$ cat config.mk
export PLATFORM = sky130hd
export DESIGN_NAME = output_control
export DESIGN_NICKNAME = d
export VERILOG_FILES = /design/src/common/opc_word_pkg.sv /design/src/common/opc_gmii_pkg.sv /design/src/word_buffer/opc_word_buffer.sv /design/src/byte_serializer/opc_byte_serializer.sv /design/src/gmii_framer/opc_gmii_framer.sv /design/src/output_control.sv
export VERILOG_INCLUDE_DIRS = /design/src /design/src/common
export SDC_FILE = /design/constraint.sdc
export NUM_CORES = 1
export LEC_CHECK = 0
export BUFFER_PORTS_ARGS = -buffer_cell sky130_fd_sc_hd__buf_2
export CAP_MARGIN = 20
export CORE_MARGIN = 3
export CORE_UTILIZATION = 55
export CTS_BUF_LIST = sky130_fd_sc_hd__clkbuf_8
export DETAILED_ROUTE_END_ITERATION = 12
export PLACE_DENSITY = 0.76
export SETUP_SLACK_MARGIN = 0.2
export SLEW_MARGIN = 15
export SYNTH_ARGS = -nofsm -noshare
export SYNTH_HDL_FRONTEND = slang
export SYNTH_HIERARCHICAL = 1
export SYNTH_SLANG_ARGS = --single-unit
$ cat constraint.sdc
create_clock -name i_clk -period 15.1 [get_ports i_clk]
set_input_delay 1.51 -clock i_clk [delete_from_list [all_inputs] [get_ports i_clk]]
set_output_delay 1.51 -clock i_clk [all_outputs]
set_load 0.01 [all_outputs]
$ cat src/common/opc_params.svh
/*
 * Constants of the packet output path: word size, preamble bytes and the
 * inter-frame gap. Include this wherever one of these values is needed.
 */

`ifndef OPC_PARAMS_SVH
`define OPC_PARAMS_SVH

////////////////////////////////////////////////////////////////////////
// input word
////////////////////////////////////////////////////////////////////////

`define OPC_WORD_BYTES      16      // payload bytes per 134-bit word

////////////////////////////////////////////////////////////////////////
// ethernet framing
////////////////////////////////////////////////////////////////////////

`define OPC_PREAMBLE_LEN    8       // seven preamble bytes plus the sfd
`define OPC_PREAMBLE_BYTE   8'h55
`define OPC_SFD_BYTE        8'hD5

// idle cycles held after the last byte of a frame
`define OPC_IFG_CYCLES      12

`endif

$ cat src/common/opc_word_pkg.sv
/*
 * Types of the 134-bit input word: position flag, invalid byte count
 * and the 128-bit data field. Imported by the input side and serializer.
 */

`include "opc_params.svh"

package opc_word_pkg;

    // frame position of a word, bit 0 marks first and bit 1 marks last
    typedef enum logic [1:0] {
        OPC_FLAG_MIDDLE = 2'b00,
        OPC_FLAG_FIRST  = 2'b01,
        OPC_FLAG_LAST   = 2'b10,
        OPC_FLAG_SINGLE = 2'b11    // first and last at once
    } opc_flag_t;

    typedef logic [3:0] opc_inval_t;      // invalid bytes at the tail
    typedef logic [3:0] opc_byte_idx_t;   // byte 0 is the most significant

    // flag in [133:132], invalid count in [131:128], data in [127:0]
    typedef struct packed {
        opc_flag_t                       flag;
        opc_inval_t                      inval;
        logic [`OPC_WORD_BYTES*8-1:0]    data;
    } opc_word_t;

endpackage

$ cat src/common/opc_gmii_pkg.sv
/*
 * Types of the GMII side: the 9-bit output byte with its frame marker
 * and the framer state reported to the outside.
 */

package opc_gmii_pkg;

    // marker in bit 8 flags the first preamble byte and the last data byte
    typedef struct packed {
        logic          marker;
        logic [7:0]    data;
    } opc_gmii_byte_t;

    typedef enum logic [2:0] {
        OPC_ST_IDLE     = 3'd0,
        OPC_ST_PREAMBLE = 3'd1,
        OPC_ST_DATA     = 3'd2,
        OPC_ST_GAP      = 3'd3
    } opc_state_t;

endpackage

$ cat src/word_buffer/opc_word_buffer.sv
/*
 * Two-slot word store in front of the serializer. Words leave in write
 * order; the read request stays high while a slot is free.
 */

`timescale 1ns/1ns

module opc_word_buffer
    import opc_word_pkg::*;
(
    input  logic         i_clk,
    input  logic         i_rst_n,

    input  opc_word_t    i_pkt_data,
    input  logic         i_pkt_data_wr,    // one-cycle write strobe
    input  logic         i_pop,            // head is consumed on this edge

    output opc_word_t    o_head,
    output logic         o_head_valid,
    output logic         o_pkt_rd_req,
    output logic         o_pkt_tx_finish
);

    opc_word_t    slot_q [2];
    logic [1:0]   valid_q;
    logic         wr_ptr_q;    // next slot to fill
    logic         rd_ptr_q;    // oldest stored word
    logic         do_wr;
    logic         do_pop;

    ////////////////////////////////////////////////////////////////////
    // write and pop control
    ////////////////////////////////////////////////////////////////////

    // a write into a full buffer is dropped
    assign do_wr  = i_pkt_data_wr && !valid_q[wr_ptr_q];
    assign do_pop = i_pop && valid_q[rd_ptr_q];

    always_ff @(posedge i_clk) begin
        if (do_wr) begin
            slot_q[wr_ptr_q] <= i_pkt_data;
        end
    end

    always_ff @(posedge i_clk or negedge i_rst_n) begin
        if (!i_rst_n) begin
            valid_q  <= 2'b00;
            wr_ptr_q <= 1'b0;
            rd_ptr_q <= 1'b0;
        end else begin
            // slots differ whenever both fire, so the two updates never collide
            if (do_wr) begin
                valid_q[wr_ptr_q] <= 1'b1;
                wr_ptr_q          <= ~wr_ptr_q;
            end
            if (do_pop) begin
                valid_q[rd_ptr_q] <= 1'b0;
                rd_ptr_q          <= ~rd_ptr_q;
            end
        end
    end

    ////////////////////////////////////////////////////////////////////
    // outputs
    ////////////////////////////////////////////////////////////////////

    assign o_head       = slot_q[rd_ptr_q];
    assign o_head_valid = valid_q[rd_ptr_q];
    assign o_pkt_rd_req = !(valid_q[0] && valid_q[1]);   // a slot is free

    // flag bit 1 covers both last and single words
    assign o_pkt_tx_finish = i_pkt_data_wr && i_pkt_data.flag[1];

    ////////////////////////////////////////////////////////////////////
    // checks
    ////////////////////////////////////////////////////////////////////

    // the upstream reader only writes after seeing the request
    a_no_write_when_full : assert property (
        @(posedge i_clk) disable iff (!i_rst_n)
        i_pkt_data_wr |-> o_pkt_rd_req
    ) else $error("word written while both slots are full");

    // the serializer only pops a word it was shown
    a_no_pop_when_empty : assert property (
        @(posedge i_clk) disable iff (!i_rst_n)
        i_pop |-> o_head_valid
    ) else $error("pop with no word stored");

endmodule

$ cat src/byte_serializer/opc_byte_serializer.sv
/*
 * Walks the bytes of the head word, most significant first. The last
 * word of a packet is cut short by its invalid count. The word is popped
 * on the take of its last valid byte.
 */

`timescale 1ns/1ns

`include "opc_params.svh"

module opc_byte_serializer
    import opc_word_pkg::*;
(
    input  logic          i_clk,
    input  logic          i_rst_n,

    input  opc_word_t     i_head,
    input  logic          i_head_valid,
    input  logic          i_byte_take,     // one-cycle pulse from the framer

    output logic [7:0]    o_byte,
    output logic          o_byte_valid,
    output logic          o_byte_sof,
    output logic          o_byte_eof,
    output logic          o_pop
);

    localparam opc_byte_idx_t FULL_LAST = opc_byte_idx_t'(`OPC_WORD_BYTES - 1);

    opc_byte_idx_t    idx_q;       // byte of the head currently offered
    opc_byte_idx_t    last_idx;
    logic             is_first;
    logic             is_last;
    logic             at_last;

    ////////////////////////////////////////////////////////////////////
    // byte selection
    ////////////////////////////////////////////////////////////////////

    assign is_first = i_head.flag[0];   // first or single
    assign is_last  = i_head.flag[1];   // last or single

    // inval of 15 leaves byte 0 as the only valid byte
    assign last_idx = is_last ? (FULL_LAST - i_head.inval) : FULL_LAST;
    assign at_last  = (idx_q == last_idx);

    assign o_byte       = i_head.data[(int'(FULL_LAST) - int'(idx_q)) * 8 +: 8];
    assign o_byte_valid = i_head_valid;
    assign o_byte_sof   = i_head_valid && is_first && (idx_q == '0);
    assign o_byte_eof   = i_head_valid && is_last && at_last;

    // word leaves the buffer on the same edge as its last byte
    assign o_pop = i_byte_take && at_last;

    ////////////////////////////////////////////////////////////////////
    // byte index
    ////////////////////////////////////////////////////////////////////

    always_ff @(posedge i_clk or negedge i_rst_n) begin
        if (!i_rst_n) begin
            idx_q <= '0;
        end else if (i_byte_take) begin
            if (at_last) begin
                idx_q <= '0;   // next word starts from its top byte
            end else begin
                idx_q <= idx_q + 1'b1;
            end
        end
    end

    // the framer takes only while a byte is on offer
    a_take_needs_byte : assert property (
        @(posedge i_clk) disable iff (!i_rst_n)
        i_byte_take |-> o_byte_valid
    ) else $error("byte taken with no head word");

endmodule

$ cat src/gmii_framer/opc_gmii_framer.sv
/*
 * GMII frame generator. Sends the preamble and sfd, forwards data bytes
 * from the serializer and holds a fixed gap after each frame. All outputs
 * are registered; o_opc_state gives the state that produced the byte.
 */

`timescale 1ns/1ns

`include "opc_params.svh"

module opc_gmii_framer
    import opc_gmii_pkg::*;
(
    input  logic              i_clk,
    input  logic              i_rst_n,

    input  logic [7:0]        i_byte,
    input  logic              i_byte_valid,
    input  logic              i_byte_sof,
    input  logic              i_byte_eof,
    output logic              o_byte_take,

    output opc_gmii_byte_t    o_gmii_data,
    output logic              o_gmii_wr,
    output opc_state_t        o_opc_state
);

    localparam logic [3:0] PRE_LAST = 4'(`OPC_PREAMBLE_LEN - 1);
    localparam logic [3:0] IFG_LAST = 4'(`OPC_IFG_CYCLES - 1);

    opc_state_t    state_q;
    logic [3:0]    cnt_q;     // preamble byte or gap cycle count

    // a byte is consumed in every data cycle that has one
    assign o_byte_take = (state_q == OPC_ST_DATA) && i_byte_valid;

    ////////////////////////////////////////////////////////////////////
    // state machine
    ////////////////////////////////////////////////////////////////////

    always_ff @(posedge i_clk or negedge i_rst_n) begin
        if (!i_rst_n) begin
            state_q     <= OPC_ST_IDLE;
            cnt_q       <= '0;
            o_gmii_wr   <= 1'b0;
            o_opc_state <= OPC_ST_IDLE;
        end else begin
            o_opc_state <= state_q;   // aligned with the byte below
            case (state_q)
                OPC_ST_IDLE: begin
                    o_gmii_wr <= 1'b0;
                    cnt_q     <= '0;
                    if (i_byte_sof) begin
                        state_q <= OPC_ST_PREAMBLE;
                    end
                end
                OPC_ST_PREAMBLE: begin
                    o_gmii_wr <= 1'b1;
                    if (cnt_q == PRE_LAST) begin
                        cnt_q   <= '0;
                        state_q <= OPC_ST_DATA;
                    end else begin
                        cnt_q <= cnt_q + 1'b1;
                    end
                end
                OPC_ST_DATA: begin
                    o_gmii_wr <= i_byte_valid;   // stall keeps the frame open
                    if (i_byte_valid && i_byte_eof) begin
                        state_q <= OPC_ST_GAP;
                    end
                end
                OPC_ST_GAP: begin
                    o_gmii_wr <= 1'b0;
                    if (cnt_q == IFG_LAST) begin
                        cnt_q   <= '0;
                        state_q <= OPC_ST_IDLE;
                    end else begin
                        cnt_q <= cnt_q + 1'b1;
                    end
                end
                default: begin
                    o_gmii_wr <= 1'b0;
                    cnt_q     <= '0;
                    state_q   <= OPC_ST_IDLE;
                end
            endcase
        end
    end

    ////////////////////////////////////////////////////////////////////
    // output byte
    ////////////////////////////////////////////////////////////////////

    always_ff @(posedge i_clk) begin
        if (state_q == OPC_ST_PREAMBLE) begin
            o_gmii_data.marker <= (cnt_q == '0);   // frame start
            o_gmii_data.data   <= (cnt_q == PRE_LAST) ? `OPC_SFD_BYTE
                                                      : `OPC_PREAMBLE_BYTE;
        end else if (o_byte_take) begin
            o_gmii_data <= '{marker: i_byte_eof, data: i_byte};
        end
    end

endmodule

$ cat src/output_control.sv
/*
 * Output control for one network port. Takes 134-bit packet words and
 * sends them as GMII bytes with preamble, frame marker and gap.
 */

`timescale 1ns/1ns

module output_control
    import opc_word_pkg::*;
    import opc_gmii_pkg::*;
(
    input  logic              i_clk,
    input  logic              i_rst_n,

    input  opc_word_t         i_pkt_data,
    input  logic              i_pkt_data_wr,
    output logic              o_pkt_rd_req,
    output logic              o_pkt_tx_finish,

    output opc_gmii_byte_t    o_gmii_data,
    output logic              o_gmii_wr,
    output opc_state_t        o_opc_state
);

    opc_word_t      head;
    logic           head_valid;
    logic           pop;

    logic [7:0]     ser_byte;
    logic           ser_byte_valid;
    logic           ser_byte_sof;
    logic           ser_byte_eof;
    logic           byte_take;

    opc_word_buffer i_opc_word_buffer (
        .i_clk           (i_clk),
        .i_rst_n         (i_rst_n),
        .i_pkt_data      (i_pkt_data),
        .i_pkt_data_wr   (i_pkt_data_wr),
        .i_pop           (pop),
        .o_head          (head),
        .o_head_valid    (head_valid),
        .o_pkt_rd_req    (o_pkt_rd_req),
        .o_pkt_tx_finish (o_pkt_tx_finish)
    );

    opc_byte_serializer i_opc_byte_serializer (
        .i_clk        (i_clk),
        .i_rst_n      (i_rst_n),
        .i_head       (head),
        .i_head_valid (head_valid),
        .i_byte_take  (byte_take),
        .o_byte       (ser_byte),
        .o_byte_valid (ser_byte_valid),
        .o_byte_sof   (ser_byte_sof),
        .o_byte_eof   (ser_byte_eof),
        .o_pop        (pop)
    );

    opc_gmii_framer i_opc_gmii_framer (
        .i_clk        (i_clk),
        .i_rst_n      (i_rst_n),
        .i_byte       (ser_byte),
        .i_byte_valid (ser_byte_valid),
        .i_byte_sof   (ser_byte_sof),
        .i_byte_eof   (ser_byte_eof),
        .o_byte_take  (byte_take),
        .o_gmii_data  (o_gmii_data),
        .o_gmii_wr    (o_gmii_wr),
        .o_opc_state  (o_opc_state)
    );

endmodule

=== Word level (Yosys, flattened, before mapping) ===
Memory sizes are Yosys's and may differ from the RTL's.
Cells that the tools add are included.

* Word-level logic and storage cells: 81
* Memories kept: 1
* Register bits: 28
* Memory bits (writable): 268

* Bitwise logic cells: 5
* Equal/unequal tests: 10
* Shifts and indexed selects: 1
* Add/subtract/negate cells: 4
* Mux-type cells: 26
* $lt $le $gt $ge: 4
* Reduce and logical (&&, ||, !) cells: 20

{| class="wikitable"
|+ Memories
! memory !! depth !! width !! read ports !! clocked after Yosys merged registers in !! write ports !! RTL line !! RTL
|-
| i_opc_word_buffer.slot_q || 2 || 134 || 1 || 0 || 1 || opc_word_buffer.sv:24 || <nowiki>opc_word_t slot_q [2];</nowiki>
|}

{| class="wikitable"
|+ Operator list
! cell !! count
|-
| $shiftx 128x32->8 || 1
|-
| $mux 9 || 2
|-
| $mux 4 || 4
|-
| $logic_and 1x1->1 || 13
|-
| $mux 3 || 4
|-
| $pmux 3 s4 || 1
|-
| $pmux 4 s3 || 1
|-
| $add 4x1->4 const B || 2
|-
| $logic_not 4->1 || 2
|-
| $mux 1 || 8
|-
| $mux 8 || 1
|-
| $eq 3x2->1 const B || 2
|-
| $ne 2x2->1 const B || 3
|-
| $sub 4x4->5 const A || 1
|-
| $eq 4x3->1 const B || 1
|-
| $eq 4x4->1 || 1
|-
| $eq 4x4->1 const B || 1
|-
| $lt 1x2->1 const B || 2
|-
| $mux 2 || 2
|-
| $reduce_and 4->1 || 1
|-
| $sub 4x4->4 const A || 1
|-
| $eq 3x1->1 const B || 1
|-
| $logic_not 3->1 || 1
|-
| $and 2x2->2 || 1
|-
| 9 further kinds || 13
|}

=== Logic depth before layout (Yosys ltp) ===
* Depth after elaboration: 8
* Depth in mapped cells: 10
* Mapped depth without buffers: 9

=== Cells and area by module ===
The synthesis kept the hierarchy.

{| class="wikitable"
|+ By module, submodules not included
! module !! cells an instance !! times used !! area each (um2)
|-
| opc_word_buffer || 434 || 1 || 9893.2
|-
| opc_byte_serializer || 126 || 1 || 1462.7
|-
| opc_gmii_framer || 76 || 1 || 904.6
|}

=== Least setup slack after synthesis ===
Ideal clock, no wire load.

* Path kind: input-to-reg
* From: in i_pkt_data_wr
* To: mem i_opc_word_buffer/slot_q[0][0] (netlist bit) (enable)
* Stages on the path: 1
* Required time: 14.277 ns
* Slack: 3.081 ns
* Arrival time: 11.195 ns
* Cells stage by stage: nor3b_1

* Longest elaborated chain between the ends: 3

{| class="wikitable"
|+ Ends and longest elaborated chain
! element !! RTL line !! RTL
|-
| from (decl) || output_control.sv:16 || <nowiki>input logic i_pkt_data_wr,</nowiki>
|-
| $logic_and 1x1->1 || opc_word_buffer.sv:36 || <nowiki>assign do_wr = i_pkt_data_wr && !valid_q[wr_ptr_q];</nowiki>
|-
| $mux 1 || opc_word_buffer.sv:40 || <nowiki>if (do_wr) begin</nowiki>
|-
| $mux 1 (implied by the code) || opc_word_buffer.sv:41 || <nowiki>slot_q[wr_ptr_q] <= i_pkt_data;</nowiki>
|-
| to (decl) || opc_word_buffer.sv:24 ||
|}

Every way passes these cells.

==> results.md <==
* Multi-input gate area at 0.00322 mm^2
* Post-synth top flop: edfxtp_1
* Post-Place Cell Area at 0.0131 mm^2
* Gpl congestion at 0.798
* CP max FO at 52
* Overall Power at 0.00240 W
* Clock Sink Count at 294
* Diode count at 0
* DP Wirelength at 16.2 mm
* Cell accounting for the most synthesized area: edfxtp_1
* Vias in the first global route at 6831
* Max Slew Vio Count at 0
* DRT Pass-1 Iters at 5
* # rows at 53
* Clock latency on the worst-skew pair at 550 ps
* Core area at 0.0215 mm^2
* Fmax at 281 MHz
* DRC errors left at 0
* Area delta synth->final at 14.3%
* Synthesized flop and latch total at 294
* CTS Buf Count at 46
* Post-synth EDFFs at 277
* Hold Vio Cnt, Final at 0
* Fin crit share at 0.236
* Crit. End Element: flop
* Ys Warns at 6
* IO Pins at 152
* Die area at 0.0241 mm^2
* Critical path class: reg2reg
* DRT iter0 DRCs at 555
* Register Area at 0.00875 mm^2
* CTS tree: done
* Hold Crit Class: reg2reg
* Synth area leaders: edfxtp_1 68%, mux2_2 13%, mux4_1 4.5%, dfrtp_1 3.5%, mux4_2 2.0%
* Average vias per placed instance at 5.70
* VDD IR-drop max at 0.0818 mV
* Total negative setup slack at 0 ps
* CP startpoint kind: flop
* ANT nets after route at 0
* Slew @ Worst Pin at 1070 ps
* # nets final at 955
* Initial antenna violation count at 2
* DIE WIDTH at 155 um
* Maxcap violations at 0
* Clock H-tree levels at 2
* Initial Util at 0.571
* Synth Cell Area at 0.0123 mm^2
* Clock tree buffer depth at 3
* Die Ht at 155 um
* PwrDens at 171 mW/mm^2
* Layout cells sized above 1 at 0.448
* # Post-CTS Setup Buffers at 0
* Root Driver: clkbuf_8
* Largest net degree at the start of global routing at 89
* PostCTS Resize Cnt at 0
* Post-synth ARST share at 0.0578
* Clock slew at reported path FFs at 60 ps
* Worst Path Arrival at 3850 ps
* Unique masters post-synth at 49
* Routed via count at 6391
* FILL cells at 1494
* Setup Skew at 21.9 ps
* First-pass GRT wire length at 37.9 mm
* Port-buffer cells at 150
* Top-area cell type share of the netlist area at 0.678
* Synth Instances at 636
* Final WL at 25.1 mm
* Avg WL per Cell at 22.4 um
* Setup violations, final at 0
* Seq/Total Area, Yosys at 0.713
* Final instance area at 0.0140 mm^2
* Relative slew margins at 0.290
* Leakage power at 4.99 nW
* Unrepaired setup endpoints after global routing: no
* Syn_area_per_cell at 19.3 um^2
* Tmin final at 3560 ps
* Post-synth net total at 782
* Tightest hold margin at 489 ps
* Status: complete, no violations
* GRT overflow at 0
* CP required at 15400 ps
* GRT Total Usage at 0.208
* Hold_buf cts at 0
## where the power goes
part	leakage (nW)	internal (W)	switching [W]
registers	2.71	0.00101	0.0000889
clock network	0.482	0.000309	0.000294
logic	1.79	0.000357	0.000341
total	4.99	0.00167	0.000724
## area by class of cell
type / instances / area share
Multi-Input combinational cell: 302 / 0.230
Sequential cell: 294 / 0.625
Timing Repair Buffer: 158 / 0.0593
Inverter: 7 / 0.00188
Clock inverter: 38 / 0.0135
Tap cell: 275 / 0.0246
Clock buffer: 47 / 0.0462
## cells in the mapped netlist, drive strengths merged, types with 5 or more instances
cell type	n
edfxtp	277
dfrtp	17
nor2b	12
a211oi	8
nand3	5
mux4	32
a21oi	7
buf	28
inv	6
nand2	29
clkbuf	5
or2	6
mux2	139
ha	9
o21ai	6
a31oi	10
nand2b	5
## layer usage
layer | share of wire | track usage | vias to the layer above
met5 | 0 | 0 | -
met4 | 0.017 | 0.0559 | 0
met3 | 0.068 | 0.0448 | 31
met2 | 0.51 | 0.347 | 248
met1 | 0.41 | 0.281 | 3221
li1 | - | - | 2891
## registers in the layout (all words and copies together), names as in the netlist
register / count
i_opc_gmii_framer/o_gmii_data: 9
i_opc_gmii_framer/o_gmii_wr: 1
i_opc_word_buffer/wr_ptr_q: 1
i_opc_gmii_framer/cnt_q: 4
i_opc_gmii_framer/state_q: 2
i_opc_gmii_framer/o_opc_state: 2
i_opc_byte_serializer/idx_q: 4
i_opc_word_buffer/valid_q: 2
i_opc_word_buffer/slot_q: 268
i_opc_word_buffer/rd_ptr_q: 1
## per-stage QoR
stage	setup slack, ps	std cells	util
finish	11540	1121	0.652
detailed placement	11230	1035	0.612
CTS	11330	1120	0.651
global placement	11320	1035	0.612
floorplan	3080	636	-
global route	11370	1121	0.652
## cells by family (layout without fill, tap and decap cells)
| family | count (synthesis) | after routing | share of synthesized area |
|---|---|---|---|
| AO/OA/AOI/OAI | 41 | 41 | 0.0228 |
| XOR/XNOR | 2 | 2 | 0.00143 |
| adder cells (fa/ha/maj) | 9 | 9 | 0.00918 |
| buffers and inverters | 40 | 250 | 0.0247 |
| flip-flops | 294 | 294 | 0.713 |
| multiplexers | 172 | 172 | 0.194 |
| other | 1 | 1 | 0.000306 |
| AND/OR/NAND/NOR | 77 | 77 | 0.0345 |
## worst paths after layout
check / start / slack, ps / cells past startpoint / end
max reg2reg: i_opc_word_buffer/rd_ptr_q$_DFFE_PN0P_ / 11540 / 7 / i_opc_gmii_framer/o_gmii_data[6]$_SDFFCE_PP1P_
min: i_opc_gmii_framer/state_q[0]$_DFFE_PN0P_ / 490 / 0 / i_opc_gmii_framer/o_opc_state[0]$_DFF_PN0_
min in group asynchronous: i_rst_n / 870 / 1 / i_opc_byte_serializer/idx_q[3]$_DFFE_PN0P_
max: i_opc_word_buffer/rd_ptr_q$_DFFE_PN0P_ / 11540 / 7 / i_opc_gmii_framer/o_gmii_data[6]$_SDFFCE_PP1P_
min reg2reg: i_opc_gmii_framer/state_q[0]$_DFFE_PN0P_ / 490 / 0 / i_opc_gmii_framer/o_opc_state[0]$_DFF_PN0_
max in group asynchronous: i_rst_n / 13900 / 1 / i_opc_word_buffer/rd_ptr_q$_DFFE_PN0P_
## placed cells by master (no fill, tap or decap), types with 2 or more instances in the layout
master / Yosys / final
o21ai_0: 6 / 6
or2_1: 2 / 2
a31oi_1: 10 / 10
buf_4: 5 / 7
mux4_1: 21 / 21
clkbuf_8: 0 / 47
a211oi_1: 8 / 8
dfrtp_1: 17 / 14
a21oi_1: 7 / 7
nand2b_1: 4 / 4
edfxtp_1: 277 / 277
nand4b_1: 2 / 2
a21o_1: 4 / 4
nor2b_1: 12 / 12
dfrtp_2: 0 / 2
mux4_2: 11 / 11
ha_1: 9 / 9
mux2_2: 138 / 138
nand3_1: 5 / 5
or2_2: 4 / 4
buf_2: 9 / 150
and2_1: 4 / 4
nor2_1: 4 / 4
nand2_1: 28 / 28
inv_1: 6 / 20
clkinv_1: 1 / 15
clkinv_2: 0 / 7
## worst max-delay path: stages, from the launching register on
cell	delay [ps]
dfrtp_4	860
buf_4	560
buf_16	310
mux2_2	380
mux4_2	480
nand2_1	170
a31oi_1	120
or2_2	330
(Power assumes the default switching activity.)
